## src/hw/recovery_defines.svh

```systemverilog
`ifndef RECOVERY_DEFINES_SVH
`define RECOVERY_DEFINES_SVH

// Bytes per packed output word
`define RECOVERY_WORD_BYTES 4

// Queue depths
`define RECOVERY_BYTE_FIFO_DEPTH 8
`define RECOVERY_WORD_FIFO_DEPTH 4

// SMBus style PEC, x^8 + x^2 + x + 1
`define RECOVERY_PEC_POLY 8'h07

`endif

```

## src/hw/recovery_pkg.sv

```systemverilog
`include "recovery_defines.svh"

package recovery_pkg;

  // One byte as seen on the bus
  typedef logic [7:0] byte_t;

  // Little-endian packed payload word
  typedef logic [`RECOVERY_WORD_BYTES*8-1:0] word_t;

  // Frame payload length field
  typedef logic [15:0] cmd_len_t;

endpackage

```

## src/hw/recovery_fifo.sv

```systemverilog
`timescale 1ns/1ns

module recovery_fifo #(
  parameter type payload_t = logic [7:0],
  parameter int unsigned Depth = 4
) (
  input  logic     clk_i,
  input  logic     rst_ni,
  input  logic     push_i,
  input  payload_t data_i,
  input  logic     pop_i,
  output logic     full_o,
  output logic     empty_o,
  output payload_t data_o
);

  localparam int unsigned PtrW = (Depth > 1) ? $clog2(Depth) : 1;
  localparam int unsigned CntW = $clog2(Depth + 1);

  payload_t            mem_q [Depth];
  logic     [PtrW-1:0] wr_ptr_q;
  logic     [PtrW-1:0] rd_ptr_q;
  logic     [CntW-1:0] count_q;
  logic                do_push;
  logic                do_pop;

  assign full_o  = (count_q == CntW'(Depth));
  assign empty_o = (count_q == '0);
  assign data_o  = mem_q[rd_ptr_q];

  // Requests that cannot be served are dropped
  assign do_push = push_i && !full_o;
  assign do_pop  = pop_i && !empty_o;

  always_ff @(posedge clk_i) begin
    if (do_push) begin
      mem_q[wr_ptr_q] <= data_i;
    end
  end

  always_ff @(posedge clk_i) begin
    if (!rst_ni) begin
      wr_ptr_q <= '0;
      rd_ptr_q <= '0;
      count_q  <= '0;
    end else begin
      if (do_push) begin
        wr_ptr_q <= (wr_ptr_q == PtrW'(Depth - 1)) ? '0 : wr_ptr_q + 1'b1;
      end
      if (do_pop) begin
        rd_ptr_q <= (rd_ptr_q == PtrW'(Depth - 1)) ? '0 : rd_ptr_q + 1'b1;
      end
      count_q <= count_q + CntW'(do_push) - CntW'(do_pop);
    end
  end

endmodule

```

## src/hw/recovery_pec.sv

```systemverilog
`timescale 1ns/1ns
`include "recovery_defines.svh"

module recovery_pec (
  input  logic                clk_i,
  input  logic                rst_ni,
  input  logic                clear_i,
  input  logic                enable_i,
  input  recovery_pkg::byte_t data_i,
  output recovery_pkg::byte_t crc_o
);

  import recovery_pkg::*;

  localparam byte_t Poly = byte_t'(`RECOVERY_PEC_POLY);

  byte_t crc_q;
  byte_t crc_next;

  // Whole byte per cycle, MSB first
  always_comb begin
    crc_next = crc_q ^ data_i;
    for (int i = 0; i < 8; i++) begin
      if (crc_next[7]) begin
        crc_next = {crc_next[6:0], 1'b0} ^ Poly;
      end else begin
        crc_next = {crc_next[6:0], 1'b0};
      end
    end
  end

  always_ff @(posedge clk_i) begin
    if (!rst_ni || clear_i) begin
      crc_q <= '0;
    end else if (enable_i) begin
      crc_q <= crc_next;
    end
  end

  assign crc_o = crc_q;

endmodule

```

## src/hw/recovery_receiver.sv

```systemverilog
`timescale 1ns/1ns
`include "recovery_defines.svh"

module recovery_receiver (
  input  logic                   clk_i,
  input  logic                   rst_ni,
  input  logic                   data_valid_i,
  output logic                   data_ready_o,
  input  recovery_pkg::byte_t    data_data_i,
  output logic                   data_queue_select_o,
  output logic                   data_queue_flush_o,
  input  logic                   data_queue_flow_i,
  input  logic                   bus_start_i,
  input  logic                   bus_stop_i,
  input  recovery_pkg::byte_t    pec_crc_i,
  output logic                   pec_enable_o,
  output logic                   cmd_valid_o,
  output logic                   cmd_is_rd_o,
  output recovery_pkg::byte_t    cmd_cmd_o,
  output recovery_pkg::cmd_len_t cmd_len_o,
  output logic                   cmd_error_o,
  input  logic                   cmd_done_i
);

  import recovery_pkg::*;

  // Low length bits that mark a partial last word
  localparam byte_t LaneMask = byte_t'(`RECOVERY_WORD_BYTES - 1);

  typedef enum logic [3:0] {
    Idle    = 4'h0,
    RxCmd   = 4'h1,
    RxLenL  = 4'h2,
    RxLenH  = 4'h3,
    RxData  = 4'h4,
    RxPec   = 4'h5,
    CmdIsRd = 4'h6,
    Cmd     = 4'h7,
    Busy    = 4'h8
  } state_e;

  state_e   state_q;
  state_e   state_d;
  logic     rx_flow;
  logic     last_byte;
  cmd_len_t dcnt_q;
  byte_t    len_lsb_q;
  byte_t    len_msb_q;
  byte_t    pec_recv_q;
  byte_t    pec_calc_q;

  // Header and PEC bytes are taken directly, payload goes to the queue
  assign data_ready_o = state_q inside {RxCmd, RxLenL, RxLenH, RxPec};
  assign rx_flow      = data_valid_i && data_ready_o;
  assign last_byte    = data_queue_flow_i && (dcnt_q == cmd_len_t'(1));

  always_comb begin
    state_d = state_q;
    unique case (state_q)
      Idle: begin
        if (bus_start_i) begin
          state_d = RxCmd;
        end
      end
      RxCmd: begin
        if (rx_flow) begin
          state_d = RxLenL;
        end else if (bus_stop_i) begin
          state_d = Idle;
        end
      end
      RxLenL: begin
        if (rx_flow) begin
          state_d = RxLenH;
        end else if (bus_stop_i) begin
          state_d = Idle;
        end
      end
      RxLenH: begin
        // Zero length skips the payload phase
        if (rx_flow) begin
          state_d = ({data_data_i, len_lsb_q} == '0) ? RxPec : RxData;
        end else if (bus_start_i) begin
          state_d = CmdIsRd;
        end else if (bus_stop_i) begin
          state_d = Idle;
        end
      end
      RxData: begin
        if (last_byte) begin
          state_d = RxPec;
        end else if (bus_stop_i) begin
          state_d = Idle;
        end
      end
      RxPec: begin
        if (rx_flow) begin
          state_d = Cmd;
        end else if (bus_stop_i) begin
          state_d = Idle;
        end
      end
      CmdIsRd: state_d = Cmd;
      Cmd:     state_d = Busy;
      Busy: begin
        if (cmd_done_i) begin
          state_d = Idle;
        end
      end
      default: state_d = Idle;
    endcase
  end

  always_ff @(posedge clk_i) begin
    if (!rst_ni) begin
      state_q             <= Idle;
      data_queue_select_o <= 1'b1;
      data_queue_flush_o  <= 1'b0;
      cmd_valid_o         <= 1'b0;
      cmd_is_rd_o         <= 1'b0;
      dcnt_q              <= '0;
    end else begin
      state_q             <= state_d;
      // Queue owns the stream only during the payload
      data_queue_select_o <= (state_d != RxData);
      data_queue_flush_o  <= (state_q == Cmd) && |(len_lsb_q & LaneMask);
      cmd_valid_o         <= (state_q == Cmd);
      if (state_q == CmdIsRd) begin
        cmd_is_rd_o <= 1'b1;
      end else if (state_q == Idle) begin
        cmd_is_rd_o <= 1'b0;
      end
      if (state_q == RxLenL && rx_flow) begin
        dcnt_q[7:0] <= data_data_i;
      end else if (state_q == RxLenH && rx_flow) begin
        dcnt_q[15:8] <= data_data_i;
      end else if (state_q == RxData && data_queue_flow_i) begin
        dcnt_q <= dcnt_q - 1'b1;
      end
    end
  end

  // Header fields and PEC values
  always_ff @(posedge clk_i) begin
    if (!rst_ni) begin
      cmd_cmd_o  <= '0;
      len_lsb_q  <= '0;
      len_msb_q  <= '0;
      pec_recv_q <= '0;
      pec_calc_q <= '0;
    end else begin
      unique case (state_q)
        RxCmd: begin
          if (rx_flow) begin
            cmd_cmd_o <= data_data_i;
          end
        end
        RxLenL: begin
          // CRC so far covers the command byte only, which is what a read checks
          if (rx_flow) begin
            len_lsb_q  <= data_data_i;
            pec_calc_q <= pec_crc_i;
          end
        end
        RxLenH: begin
          if (rx_flow) begin
            len_msb_q <= data_data_i;
          end
        end
        RxPec: begin
          if (rx_flow) begin
            pec_recv_q <= data_data_i;
            pec_calc_q <= pec_crc_i;
          end
        end
        CmdIsRd: begin
          // Byte in the length slot was really the PEC
          len_lsb_q  <= '0;
          len_msb_q  <= '0;
          pec_recv_q <= len_lsb_q;
        end
        default: begin
          len_lsb_q <= len_lsb_q;
        end
      endcase
    end
  end

  assign pec_enable_o = data_queue_select_o ? rx_flow : data_queue_flow_i;
  assign cmd_len_o    = {len_msb_q, len_lsb_q};
  assign cmd_error_o  = (pec_calc_q != pec_recv_q);

endmodule

```

## src/hw/recovery_rx_top.sv

```systemverilog
`timescale 1ns/1ns
`include "recovery_defines.svh"

module recovery_rx_top (
  input  logic                   clk_i,
  input  logic                   rst_ni,
  input  logic                   rx_valid_i,
  output logic                   rx_ready_o,
  input  recovery_pkg::byte_t    rx_data_i,
  input  logic                   bus_start_i,
  input  logic                   bus_stop_i,
  output logic                   word_valid_o,
  input  logic                   word_ready_i,
  output recovery_pkg::word_t    word_data_o,
  output logic                   cmd_valid_o,
  output logic                   cmd_is_rd_o,
  output recovery_pkg::byte_t    cmd_o,
  output recovery_pkg::cmd_len_t cmd_len_o,
  output logic                   cmd_error_o,
  input  logic                   cmd_done_i
);

  import recovery_pkg::*;

  byte_t byte_head;
  word_t packed_word;
  logic  byte_full;
  logic  byte_empty;
  logic  byte_pop;
  logic  word_full;
  logic  word_empty;
  logic  word_push;
  logic  queue_select;
  logic  queue_flush;
  logic  queue_flow;
  logic  recv_valid;
  logic  recv_ready;
  logic  pack_valid;
  logic  pack_ready;
  logic  pec_enable;
  byte_t pec_crc;

  // Head of the byte FIFO goes either to the receiver or to the packer
  assign recv_valid = !byte_empty && queue_select;
  assign pack_valid = !byte_empty && !queue_select;
  assign queue_flow = pack_valid && pack_ready;
  assign byte_pop   = (recv_valid && recv_ready) || queue_flow;

  assign rx_ready_o   = !byte_full;
  assign word_valid_o = !word_empty;

  recovery_fifo #(
    .payload_t (byte_t),
    .Depth     (`RECOVERY_BYTE_FIFO_DEPTH)
  ) u_byte_fifo (
    .clk_i   (clk_i),
    .rst_ni  (rst_ni),
    .push_i  (rx_valid_i),
    .data_i  (rx_data_i),
    .pop_i   (byte_pop),
    .full_o  (byte_full),
    .empty_o (byte_empty),
    .data_o  (byte_head)
  );

  recovery_receiver u_receiver (
    .clk_i               (clk_i),
    .rst_ni              (rst_ni),
    .data_valid_i        (recv_valid),
    .data_ready_o        (recv_ready),
    .data_data_i         (byte_head),
    .data_queue_select_o (queue_select),
    .data_queue_flush_o  (queue_flush),
    .data_queue_flow_i   (queue_flow),
    .bus_start_i         (bus_start_i),
    .bus_stop_i          (bus_stop_i),
    .pec_crc_i           (pec_crc),
    .pec_enable_o        (pec_enable),
    .cmd_valid_o         (cmd_valid_o),
    .cmd_is_rd_o         (cmd_is_rd_o),
    .cmd_cmd_o           (cmd_o),
    .cmd_len_o           (cmd_len_o),
    .cmd_error_o         (cmd_error_o),
    .cmd_done_i          (cmd_done_i)
  );

  recovery_pec u_pec (
    .clk_i    (clk_i),
    .rst_ni   (rst_ni),
    .clear_i  (bus_start_i),
    .enable_i (pec_enable),
    .data_i   (byte_head),
    .crc_o    (pec_crc)
  );

  recovery_word_packer u_packer (
    .clk_i        (clk_i),
    .rst_ni       (rst_ni),
    .byte_valid_i (pack_valid),
    .byte_ready_o (pack_ready),
    .byte_i       (byte_head),
    .flush_i      (queue_flush),
    .word_full_i  (word_full),
    .word_push_o  (word_push),
    .word_o       (packed_word)
  );

  recovery_fifo #(
    .payload_t (word_t),
    .Depth     (`RECOVERY_WORD_FIFO_DEPTH)
  ) u_word_fifo (
    .clk_i   (clk_i),
    .rst_ni  (rst_ni),
    .push_i  (word_push),
    .data_i  (packed_word),
    .pop_i   (word_ready_i),
    .full_o  (word_full),
    .empty_o (word_empty),
    .data_o  (word_data_o)
  );

endmodule

```

## src/hw/recovery_word_packer.sv

```systemverilog
`timescale 1ns/1ns
`include "recovery_defines.svh"

module recovery_word_packer (
  input  logic                clk_i,
  input  logic                rst_ni,
  input  logic                byte_valid_i,
  output logic                byte_ready_o,
  input  recovery_pkg::byte_t byte_i,
  input  logic                flush_i,
  input  logic                word_full_i,
  output logic                word_push_o,
  output recovery_pkg::word_t word_o
);

  import recovery_pkg::*;

  localparam int unsigned LaneW = $clog2(`RECOVERY_WORD_BYTES);

  word_t             asm_q;
  word_t             lane_byte;
  logic  [LaneW-1:0] lane_q;
  logic              flush_pend_q;
  logic              flush_req;
  logic              take;
  logic              full_push;
  logic              flush_push;

  // Flush waits here while the word FIFO is full
  assign flush_req    = flush_i || flush_pend_q;
  assign byte_ready_o = !word_full_i && !flush_req;
  assign take         = byte_valid_i && byte_ready_o;

  // First byte lands in the lowest lane
  assign lane_byte = word_t'(byte_i) << {lane_q, 3'b000};

  assign full_push   = take && (lane_q == LaneW'(`RECOVERY_WORD_BYTES - 1));
  assign flush_push  = flush_req && !word_full_i && (lane_q != '0);
  assign word_push_o = full_push || flush_push;
  assign word_o      = full_push ? (asm_q | lane_byte) : asm_q;

  // Unfilled lanes stay zero, so a flushed word comes out padded
  always_ff @(posedge clk_i) begin
    if (!rst_ni) begin
      asm_q        <= '0;
      lane_q       <= '0;
      flush_pend_q <= 1'b0;
    end else begin
      if (word_push_o) begin
        asm_q  <= '0;
        lane_q <= '0;
      end else if (take) begin
        asm_q  <= asm_q | lane_byte;
        lane_q <= lane_q + 1'b1;
      end
      if (flush_req) begin
        flush_pend_q <= word_full_i && (lane_q != '0);
      end
    end
  end

endmodule

```

## config.mk

```make
export PLATFORM = sky130hd
export DESIGN_NAME = recovery_rx_top
export DESIGN_NICKNAME = d
export VERILOG_FILES = /design/src/hw/recovery_pkg.sv /design/src/hw/recovery_fifo.sv /design/src/hw/recovery_pec.sv /design/src/hw/recovery_receiver.sv /design/src/hw/recovery_rx_top.sv /design/src/hw/recovery_word_packer.sv
export VERILOG_INCLUDE_DIRS = /design/src /design/src/hw
export SDC_FILE = /design/constraint.sdc
export NUM_CORES = 1
export LEC_CHECK = 0
export BUFFER_PORTS_ARGS = -buffer_cell sky130_fd_sc_hd__clkbuf_2
export CORE_MARGIN = 3
export CORE_UTILIZATION = 30
export DETAILED_ROUTE_END_ITERATION = 8
export GPL_TIMING_DRIVEN = 0
export HOLD_SLACK_MARGIN = 0.06
export PLACE_DENSITY = 0.54
export RECOVER_POWER = 50
export SLEW_MARGIN = 15
export SYNTH_ARGS = -nofsm -noshare
export SYNTH_HDL_FRONTEND = slang
export SYNTH_SLANG_ARGS = --single-unit
```

## constraint.sdc

```tcl
create_clock -name clk_i -period 3.5 [get_ports clk_i]
set_clock_uncertainty 0.05 [all_clocks]
set_input_delay 0 -clock clk_i [delete_from_list [all_inputs] [get_ports clk_i]]
set_output_delay 0 -clock clk_i [all_outputs]
set_load 0.02 [all_outputs]
```

==> impl_metrics.prom, run 1 <==
# TYPE chip_impl_metric gauge
chip_impl_metric{name="slew_viol_final",unit=""} 9
chip_impl_info{name="critical_path.startpoint_type",value="register"} 1
chip_impl_metric{name="multi_input_area",unit="µm²"} 4430
chip_impl_metric{name="cell_area_after_synthesis",unit="µm²"} 13100
chip_impl_metric{name="dp_hpwl",unit="µm"} 21100
chip_impl_info{name="critical_path.endpoint_type",value="register"} 1
chip_impl_metric{name="drtIter0Drc",unit=""} 535
chip_impl_metric{name="num-fill-cells",unit=""} 4207
chip_impl_metric{name="finalWeightedCongestion",unit=""} 0.838
chip_impl_metric{name="yosysUniqueCellTypes",unit=""} 63
chip_impl_metric{name="clockPowerShare",unit="%"} 35.5
chip_impl_metric{name="p_leak",unit="nW"} 5.74
chip_impl_metric{name="finalHoldViolations",unit=""} 0
chip_impl_metric{name="ys_async_sr_fraction",unit="%"} 0
chip_impl_metric{name="clock_sinks",unit=""} 321
chip_impl_metric{name="tightestPinTransition",unit="ns"} 1.51
chip_impl_metric{name="clock_latency_at_the_later_pin_of_the_worst_skew_pair",unit="ns"} 0.52
chip_impl_metric{name="route.antenna.remaining_nets",unit=""} 0
chip_impl_metric{name="final.setup.worst_slack",unit="ns"} 0.213
chip_impl_metric{name="areaGrowthSynthToFinish",unit="%"} 18.0
chip_impl_metric{name="timing.critical_path.fanout_max",unit=""} 6
chip_impl_metric{name="power.share.sequential",unit="%"} 42.1
chip_impl_metric{name="die-area",unit="µm²"} 46100
chip_impl_metric{name="detail_route.drc_violations",unit=""} 0
chip_impl_metric{name="chipHeight",unit="µm"} 215
chip_impl_metric{name="row_count",unit=""} 75
chip_impl_info{name="yosys.area.top_type",value="sky130_fd_sc_hd__edfxtp_1"} 1
chip_impl_metric{name="worst_ir_drop_vdd",unit="V"} 0.000308
chip_impl_metric{name="routed-via-count",unit=""} 8088
chip_impl_metric{name="grt_pass1_wl",unit="µm"} 48800
chip_impl_info{name="cts_root_buf",value="sky130_fd_sc_hd__clkbuf_16"} 1
chip_impl_metric{name="synthDominantCellAreaShare",unit="%"} 44.2
chip_impl_metric{name="postSynthRegisterBits",unit=""} 321
chip_impl_metric{name="maxClockFrequency",unit="GHz"} 0.304
chip_impl_info{name="mostFrequentLayoutCell",value="sky130_fd_sc_hd__edfxtp_1"} 1
chip_impl_metric{name="cp.arrival",unit="ns"} 3.60
chip_impl_info{name="mostFrequentLayoutCells",value="sky130_fd_sc_hd__edfxtp_1 (192), sky130_fd_sc_hd__dfxtp_1 (129), sky130_fd_sc_hd__nor2_1 (128)"} 1
chip_impl_metric{name="cellPowerDensity",unit="nW/µm²"} 655
chip_impl_metric{name="initial_core_util",unit="%"} 30.8
chip_impl_info{name="cts_tree",value="done"} 1
chip_impl_metric{name="final.min_clock_period",unit="ns"} 3.29
chip_impl_metric{name="grtUsageTotal",unit="%"} 13.6
chip_impl_metric{name="antenna_found_initial",unit=""} 0
chip_impl_info{name="violated_checks",value="capacitance limit, slew limit"} 1
chip_impl_metric{name="avgRoutedWirePerCell",unit="µm"} 18.4
chip_impl_metric{name="seqCellArea",unit="µm²"} 8350
chip_impl_metric{name="register_area_share_after_synthesis",unit="%"} 64.0
chip_impl_metric{name="chipWidth",unit="µm"} 215
chip_impl_metric{name="comb_power_share",unit="%"} 22.4
chip_impl_metric{name="worst_setup_hold_path_clk_slew",unit="ns"} 0.06
chip_impl_info{name="outcome",value="complete, but fails checks"} 1
chip_impl_metric{name="synth_fp_nets",unit=""} 1003
chip_impl_metric{name="number_of_synthesized_flops_with_an_enable_pin",unit=""} 192
chip_impl_metric{name="final_net_count",unit=""} 1134
chip_impl_metric{name="cts_setup_buffers",unit=""} 0
chip_impl_info{name="post_synth_main_area_contributors",value="sky130_fd_sc_hd__edfxtp_1 (44%), sky130_fd_sc_hd__dfxtp_1 (20%), sky130_fd_sc_hd__mux4_2 (8.3%), sky130_fd_sc_hd__nor2_1 (3.7%), sky130_fd_sc_hd__a21oi_1 (2.8%)"} 1
chip_impl_metric{name="relative_slew_slack",unit="%"} -1.28
chip_impl_metric{name="cts_max_level",unit=""} 2
chip_impl_metric{name="floorplan.io_pins",unit=""} 76
chip_impl_metric{name="power.share.switching",unit="%"} 29.4
chip_impl_metric{name="yosysWarningCount",unit=""} 0
chip_impl_metric{name="drt-total-wl",unit="µm"} 31200
chip_impl_metric{name="overflow",unit=""} 0
chip_impl_metric{name="netSwitchingPower",unit="W"} 0.00296
chip_impl_metric{name="clock_buffers_created_by_tritoncts",unit=""} 35
chip_impl_metric{name="postSynthAreaPerCell",unit="µm²"} 13.5
chip_impl_info{name="postSynth.topFlopCell",value="sky130_fd_sc_hd__edfxtp_1"} 1
chip_impl_metric{name="coreArea",unit="µm²"} 42400
chip_impl_metric{name="dpl_worst_slack",unit="ns"} 0.0405
chip_impl_info{name="worst-setup-path-type",value="register to register"} 1
chip_impl_metric{name="post_synth_inst_count",unit=""} 965
chip_impl_metric{name="max-clock-path-buffers",unit=""} 3
chip_impl_metric{name="port_buffer_cells",unit=""} 75
chip_impl_metric{name="post_drt_via_cell_ratio",unit=""} 4.76
chip_impl_metric{name="cell_internal_power",unit="W"} 0.00712
chip_impl_metric{name="setup_viol_count_final",unit=""} 0
chip_impl_metric{name="layout_worst_path_cycle_share",unit="%"} 93.9
chip_impl_metric{name="diodes_inserted",unit=""} 0
chip_impl_metric{name="worstPathRequired",unit="ns"} 3.82
chip_impl_metric{name="pin_count_of_the_biggest_net_entering_global_routing",unit=""} 26
chip_impl_metric{name="drt_first_pass_iters",unit=""} 5
chip_impl_info{name="grt_setup_unrepaired",value="no"} 1
chip_impl_info{name="hold_class",value="input pin to register"} 1
chip_impl_metric{name="tns",unit="ns"} 0
chip_impl_metric{name="first_global_vias",unit=""} 8132
chip_impl_metric{name="timing.max_cap.violations",unit=""} 1
chip_impl_metric{name="fraction_of_layout_instances_using_a_drive_strength_above_1",unit="%"} 15.1
==> routing by layer <==
layer	track usage (%)	vias up	wire [µm]
met4	3.30	0	541
li1	-	3830	-
met5	0	-	0
met1	18.9	4021	14400
met3	2.83	35	1870
met2	21.8	202	14500
==> synth_stat cells (all sizes together), types with 2 or more instances <==
master  count
a211oi     13
nor2      128
nor4       11
nor3b       2
a21oi      73
fa          2
dfxtp     129
o21ai      17
or2         3
mux2i      22
clkbuf     27
a221oi      2
buf        15
nand2      48
mux2        9
edfxtp    192
inv        21
a31oi       2
a21o       33
nand2b      7
ha         21
xnor2      23
xor2       24
nand3b      2
a22oi       3
or3        12
nor3       30
mux4       48
or3b        2
a311oi      5
and2       12
nand3       7
==> sequential cells by signal (all words and copies together), names as in the netlist, 2 cells and up, named ones only <==
name	count
u_word_fifo.count_q	3
u_receiver.len_msb_q	8
u_byte_fifo.mem_q	64
u_byte_fifo.rd_ptr_q	3
u_pec.crc_o	8
u_receiver.state_q	4
u_word_fifo.wr_ptr_q	2
u_packer.asm_q	32
u_receiver.pec_calc_q	8
u_word_fifo.rd_ptr_q	2
u_receiver.cmd_cmd_o	8
u_byte_fifo.count_q	4
u_byte_fifo.wr_ptr_q	3
u_word_fifo.mem_q	128
u_packer.lane_q	2
u_receiver.dcnt_q	16
u_receiver.pec_recv_q	8
u_receiver.len_lsb_q	8
==> logic make-up after synthesis <==
logic type      count (synthesis)  synth area share [%]
compound gates                158                  7.50
xor+xnor                       48                  3.73
fa+ha+maj                      23                  2.32
buf+inv                        64                  1.96
flops                         321                  64.0
mux                            79                  10.7
simple gates                  272                  9.80
==> cell type report <==
cell class                      count  area share (%)
Tap cell                          577            4.69
Sequential cell                   321            54.2
Buffer                             42            1.14
Timing Repair Buffer               94            3.39
Clock buffer                       52            6.65
Clock inverter                     11           0.626
Inverter                           22           0.544
Multi-Input combinational cell    580            28.8
==> through the flow <==
step                hold WS [ns]  util, %  total power, W  area (µm²)  instances
finish                    0.0783     36.3          0.0101       15400       1699
global route              0.0851     36.3          0.0106       15400       1699
CTS                       0.0660     36.6          0.0103       15500       1699
detailed placement         0.242     33.7         0.00663       14300       1623
global placement           0.228     33.4         0.00660       14200       1617
floorplan                 0.0489        -         0.00593       13100        965
==> worst max-delay path, cell delays in order, from the launching register on <==
cell and delay [ns]:
sky130_fd_sc_hd__dfxtp_1 0.41, sky130_fd_sc_hd__or4b_4 0.52, sky130_fd_sc_hd__nor4_1 1.03, sky130_fd_sc_hd__nand3_2 0.27
sky130_fd_sc_hd__or3_1 0.48, sky130_fd_sc_hd__nor3_2 0.15, sky130_fd_sc_hd__xnor2_1 0.15, sky130_fd_sc_hd__a211oi_2 0.08
==> worst paths after layout <==
| path | startpoint | to | slack [ns] | cells past startpoint |
|---|---|---|---|---|
| max | u_receiver.state_q[2] | u_receiver.dcnt_q[9] | 0.21 | 7 |
| min | rst_ni | u_receiver.pec_recv_q[1] | 0.08 | 4 |
| max reg2reg | u_receiver.state_q[2] | u_receiver.dcnt_q[9] | 0.21 | 7 |
| min reg2reg | u_packer.asm_q[30] | u_packer.asm_q[30] | 0.42 | 2 |
==> power groups by stage <==
stage	combinational [W]	clock, W	sequential, W
after global placement	0.00228	0	0.00433
after global routing	0.00249	0.00384	0.00427
final	0.00226	0.00358	0.00425
after detailed placement	0.00230	0	0.00433
after floorplan	0.00160	0	0.00433
after CTS	0.00233	0.00368	0.00425
==> repair_timing <==
action | in CTS | in global routing
setup endpoints to repair | 1 | 2
resized for setup | 1 | 1
hold buffers | 13 | 0
hold endpoints to repair | 84 | 0
No activity file was read; power rests on OpenSTA's default activity.
==> inputs of run 2 (changes only) <==
--- a/config.mk
+++ b/config.mk
@@ -17,4 +17,5 @@
 export SLEW_MARGIN = 15
 export SYNTH_ARGS = -nofsm -noshare
 export SYNTH_HDL_FRONTEND = slang
+export SYNTH_HIERARCHICAL = 1
 export SYNTH_SLANG_ARGS = --single-unit
==> run 2 against run 1 <==
The flow now finishes without violations. Routed wire length is 0.56% higher. Via count is 4.2% higher. Register-to-register slack better by 0.06 ns. Maximum frequency is 1.7% higher. Power is 1.1% higher. Largest power group unchanged.
==> impl_metrics.prom, run 2 <==
# TYPE chip_impl_metric gauge
chip_impl_metric{name="worst_hold_path.num_cells",unit=""} 2
chip_impl_metric{name="post_drt_via_cell_ratio",unit=""} 4.85
chip_impl_metric{name="detail_route.drc_violations",unit=""} 0
chip_impl_metric{name="port_buffer_cells",unit=""} 75
chip_impl_metric{name="max-clock-path-buffers",unit=""} 3
chip_impl_metric{name="areaGrowthSynthToFinish",unit="%"} 17.3
chip_impl_metric{name="chipHeight",unit="µm"} 219
chip_impl_info{name="postSynth.topFlopCell",value="sky130_fd_sc_hd__edfxtp_1"} 1
chip_impl_metric{name="row_count",unit=""} 77
chip_impl_metric{name="dp_hpwl",unit="µm"} 20900
chip_impl_metric{name="cell_area_after_synthesis",unit="µm²"} 13600
chip_impl_metric{name="finalHoldViolations",unit=""} 0
chip_impl_info{name="reg.largest.list",value="u_word_fifo/mem_q x128, u_byte_fifo/mem_q x64, u_packer/asm_q x32"} 1
chip_impl_metric{name="maxClockFrequency",unit="GHz"} 0.310
chip_impl_metric{name="clock_sinks",unit=""} 321
chip_impl_metric{name="worst_reg_to_reg_setup_slack",unit="ns"} 0.27
chip_impl_info{name="startpoint_of_the_worst_slack_reg_to_reg_timing_path",value="u_byte_fifo/count_q[2]"} 1
chip_impl_info{name="critical_path.endpoint_type",value="register"} 1
chip_impl_metric{name="placed_area",unit="µm²"} 14800
chip_impl_info{name="max_flop_register",value="u_word_fifo/mem_q"} 1
chip_impl_metric{name="yosysUniqueCellTypes",unit=""} 66
chip_impl_metric{name="route.antenna.remaining_nets",unit=""} 0
chip_impl_info{name="critPathSlowestCell",value="sky130_fd_sc_hd__nor4b_2"} 1
chip_impl_metric{name="clock_latency_at_the_later_pin_of_the_worst_skew_pair",unit="ns"} 0.52
chip_impl_metric{name="layout_worst_path_cycle_share",unit="%"} 92.3
chip_impl_info{name="yosys.area.top_type",value="sky130_fd_sc_hd__edfxtp_1"} 1
chip_impl_info{name="mostFrequentLayoutCell",value="sky130_fd_sc_hd__edfxtp_1"} 1
chip_impl_info{name="reg2reg_to",value="u_word_fifo/mem_q[0][2]"} 1
chip_impl_metric{name="grt_pass1_wl",unit="µm"} 48500
chip_impl_metric{name="synth_adder_area_share",unit="%"} 2.23
chip_impl_metric{name="final_net_count",unit=""} 1157
chip_impl_metric{name="seqCellArea",unit="µm²"} 8350
chip_impl_metric{name="worstRegToRegCells",unit=""} 7
chip_impl_info{name="endpoint",value="u_word_fifo/mem_q[0][2]"} 1
chip_impl_metric{name="avgRoutedWirePerCell",unit="µm"} 18.1
chip_impl_metric{name="ys_async_sr_fraction",unit="%"} 0
chip_impl_metric{name="clock_buffers_created_by_tritoncts",unit=""} 36
chip_impl_info{name="hold_class",value="input pin to register"} 1
chip_impl_metric{name="routed-via-count",unit=""} 8428
chip_impl_info{name="grt_setup_unrepaired",value="no"} 1
chip_impl_metric{name="grtUsageTotal",unit="%"} 13.0
chip_impl_metric{name="num-fill-cells",unit=""} 4289
chip_impl_info{name="synth_top_family_by_area",value="multiplexers"} 1
chip_impl_metric{name="finalWeightedCongestion",unit=""} 0.806
chip_impl_metric{name="postSynthAreaPerCell",unit="µm²"} 13.8
chip_impl_metric{name="antenna_found_initial",unit=""} 0
chip_impl_metric{name="timing.critical_path.fanout_max",unit=""} 9
chip_impl_metric{name="cts_setup_buffers",unit=""} 0
chip_impl_metric{name="register_area_share_after_synthesis",unit="%"} 61.6
chip_impl_metric{name="worst_ir_drop_vdd",unit="V"} 0.000415
chip_impl_metric{name="drtIter0Drc",unit=""} 693
chip_impl_info{name="mostFrequentLayoutCells",value="sky130_fd_sc_hd__edfxtp_1 (192), sky130_fd_sc_hd__dfxtp_1 (129), sky130_fd_sc_hd__clkbuf_1 (110)"} 1
chip_impl_metric{name="multi_input_area",unit="µm²"} 4750
chip_impl_info{name="cts_root_buf",value="sky130_fd_sc_hd__clkbuf_16"} 1
chip_impl_metric{name="fraction_of_layout_instances_using_a_drive_strength_above_1",unit="%"} 13.1
chip_impl_metric{name="number_of_synthesized_flops_with_an_enable_pin",unit=""} 192
chip_impl_metric{name="overflow",unit=""} 0
chip_impl_metric{name="placedCellCount",unit=""} 1658
chip_impl_metric{name="diodes_inserted",unit=""} 0
chip_impl_metric{name="timing.max_cap.violations",unit=""} 0
chip_impl_info{name="cts_tree",value="done"} 1
chip_impl_metric{name="synthMuxAreaShare",unit="%"} 11.7
chip_impl_metric{name="setup_viol_count_final",unit=""} 0
chip_impl_metric{name="floorplan.io_pins",unit=""} 76
chip_impl_metric{name="synth_simple_gate_area_share",unit="%"} 10.3
chip_impl_metric{name="worst_setup_hold_path_clk_slew",unit="ns"} 0.06
chip_impl_info{name="startpoint",value="u_byte_fifo/count_q[2]"} 1
chip_impl_info{name="post-synth-top-count-cell",value="sky130_fd_sc_hd__edfxtp_1"} 1
chip_impl_info{name="critical_path.startpoint_type",value="register"} 1
chip_impl_metric{name="p_leak",unit="nW"} 5.45
chip_impl_metric{name="cellPowerDensity",unit="nW/µm²"} 641
chip_impl_metric{name="critPathMaxStageDelay",unit="ns"} 0.90
chip_impl_metric{name="synth_xor_area_share",unit="%"} 3.34
chip_impl_metric{name="cp.arrival",unit="ns"} 3.44
chip_impl_metric{name="final.min_clock_period",unit="ns"} 3.23
chip_impl_metric{name="synth_compound_area_share",unit="%"} 7.58
chip_impl_metric{name="post_synth_inst_count",unit=""} 985
chip_impl_metric{name="synthDominantCellAreaShare",unit="%"} 42.5
chip_impl_metric{name="relative_slew_slack",unit="%"} 9.78
chip_impl_info{name="outcome",value="finished, final reports clean"} 1
chip_impl_info{name="post_synth_most_frequent_cells",value="sky130_fd_sc_hd__edfxtp_1 (192), sky130_fd_sc_hd__dfxtp_1 (129), sky130_fd_sc_hd__nand2_1 (73)"} 1
chip_impl_metric{name="postSynthRegisterBits",unit=""} 321
chip_impl_metric{name="drt_first_pass_iters",unit=""} 6
chip_impl_metric{name="die-area",unit="µm²"} 47800
chip_impl_metric{name="finalNonFillerCells",unit=""} 1738
chip_impl_metric{name="first_global_vias",unit=""} 8283
chip_impl_metric{name="yosysWarningCount",unit=""} 6
chip_impl_metric{name="worstPathRequired",unit="ns"} 3.71
chip_impl_metric{name="cts_max_level",unit=""} 2
chip_impl_metric{name="coreArea",unit="µm²"} 44400
chip_impl_info{name="worst-setup-path-type",value="register to register"} 1
chip_impl_metric{name="initial_core_util",unit="%"} 30.5
chip_impl_metric{name="drt-total-wl",unit="µm"} 31400
chip_impl_metric{name="pin_count_of_the_biggest_net_entering_global_routing",unit=""} 29
chip_impl_metric{name="tightestPinTransition",unit="ns"} 1.34
chip_impl_metric{name="synth_fp_nets",unit=""} 1023
chip_impl_info{name="timing.critical_path.cells",value="inv_1, ha_1, nor3b_1, nor2_2, nor4b_2, nand2_1, o21bai_1"} 1
chip_impl_metric{name="chipWidth",unit="µm"} 219
chip_impl_metric{name="flip_flop_count_of_the_largest_register_after_layout",unit=""} 128
chip_impl_info{name="post_synth_main_area_contributors",value="sky130_fd_sc_hd__edfxtp_1 (43%), sky130_fd_sc_hd__dfxtp_1 (19%), sky130_fd_sc_hd__mux4_2 (5.1%), sky130_fd_sc_hd__mux4_1 (3.3%), sky130_fd_sc_hd__mux2i_1 (2.6%)"} 1
chip_impl_metric{name="post-route-cell-area",unit="µm²"} 15900
chip_impl_metric{name="slew_viol_final",unit=""} 0
## run 2: timing repair
| item | CTS | global route |
|---|---|---|
| setup endpoints to repair | 0 | 2 |
| gates resized for setup | 0 | 3 |
| hold buffers | 15 | 0 |
| endpoints found under the hold margin | 85 | 0 |
## run 2: critical path: cells and delay by family (launching register included)
kind	cells	cell delay, ns
buffers and inverters	1	0.06
flip-flops	1	0.31
AND/OR/NAND/NOR	4	1.82
AO/OA/AOI/OAI	1	0.54
adder cells (fa/ha/maj)	1	0.18
## run 2: kinds of logic (layout without fill, tap and decap cells)
group / Yosys count / in the layout
AND/OR/NAND/NOR: 269 / 269
buffers and inverters: 79 / 240
XOR/XNOR: 42 / 42
adder cells (fa/ha/maj): 23 / 23
multiplexers: 91 / 91
AO/OA/AOI/OAI: 160 / 160
flip-flops: 321 / 321
## run 2: how the worst min path moves through the flow
stage	startpoint	end
3_3_place_gp	rx_data_i[6]	u_byte_fifo/mem_q[1][6]
5_1_grt	rx_data_i[6]	u_byte_fifo/mem_q[4][6]
2_1_floorplan	rx_data_i[0]	u_byte_fifo/mem_q[0][0]
4_1_cts	rx_data_i[1]	u_byte_fifo/mem_q[1][1]
6_report	rx_data_i[4]	u_byte_fifo/mem_q[6][4]
3_5_place_dp	rx_data_i[5]	u_byte_fifo/mem_q[5][5]
## run 2: final cells by class
class / count / area share (%)
tap: 592 / 4.65
sequential: 321 / 52.5
clock buffer: 54 / 6.34
clock inverter: 11 / 0.566
multi-input combinational: 585 / 29.9
inverter: 26 / 0.613
buffer: 53 / 2.11
timing repair buffer: 96 / 3.38
## run 2: routing by layer
layer | routed length, µm | vias up | global-route usage, % | part of all wire, %
li1 | - | 3982 | - | -
met1 | 14100 | 4179 | 17.5 | 45
met2 | 15000 | 222 | 21.2 | 48
met3 | 1670 | 45 | 2.91 | 5.3
met4 | 648 | 0 | 3.26 | 2.1
met5 | 0 | - | 0 | 0
## run 2: through the flow
stage | setup slack [ns] | util (%) | power [W] | setup TNS (ns) | hold slack [ns]
2_1_floorplan | 0.678 | - | 0.00610 | 0 | 0.0489
4_1_cts | 0.160 | 36.2 | 0.0104 | 0 | 0.236
6_report | 0.269 | 35.8 | 0.0102 | 0 | 0.349
5_1_grt | 0.0266 | 35.8 | 0.0107 | 0 | 0.364
3_5_place_dp | 0.169 | 33.3 | 0.00681 | 0 | 0.244
3_3_place_gp | -0.202 | 33.0 | 0.00678 | -22.87 | 0.222
## run 2: power breakdown
group / internal [W] / switching (W) / leakage, nW
clock network: 0.00207 / 0.00147 / 0.528
logic: 0.000985 / 0.00138 / 2.11
registers: 0.00415 / 0.000140 / 2.81
total: 0.00721 / 0.00299 / 5.45
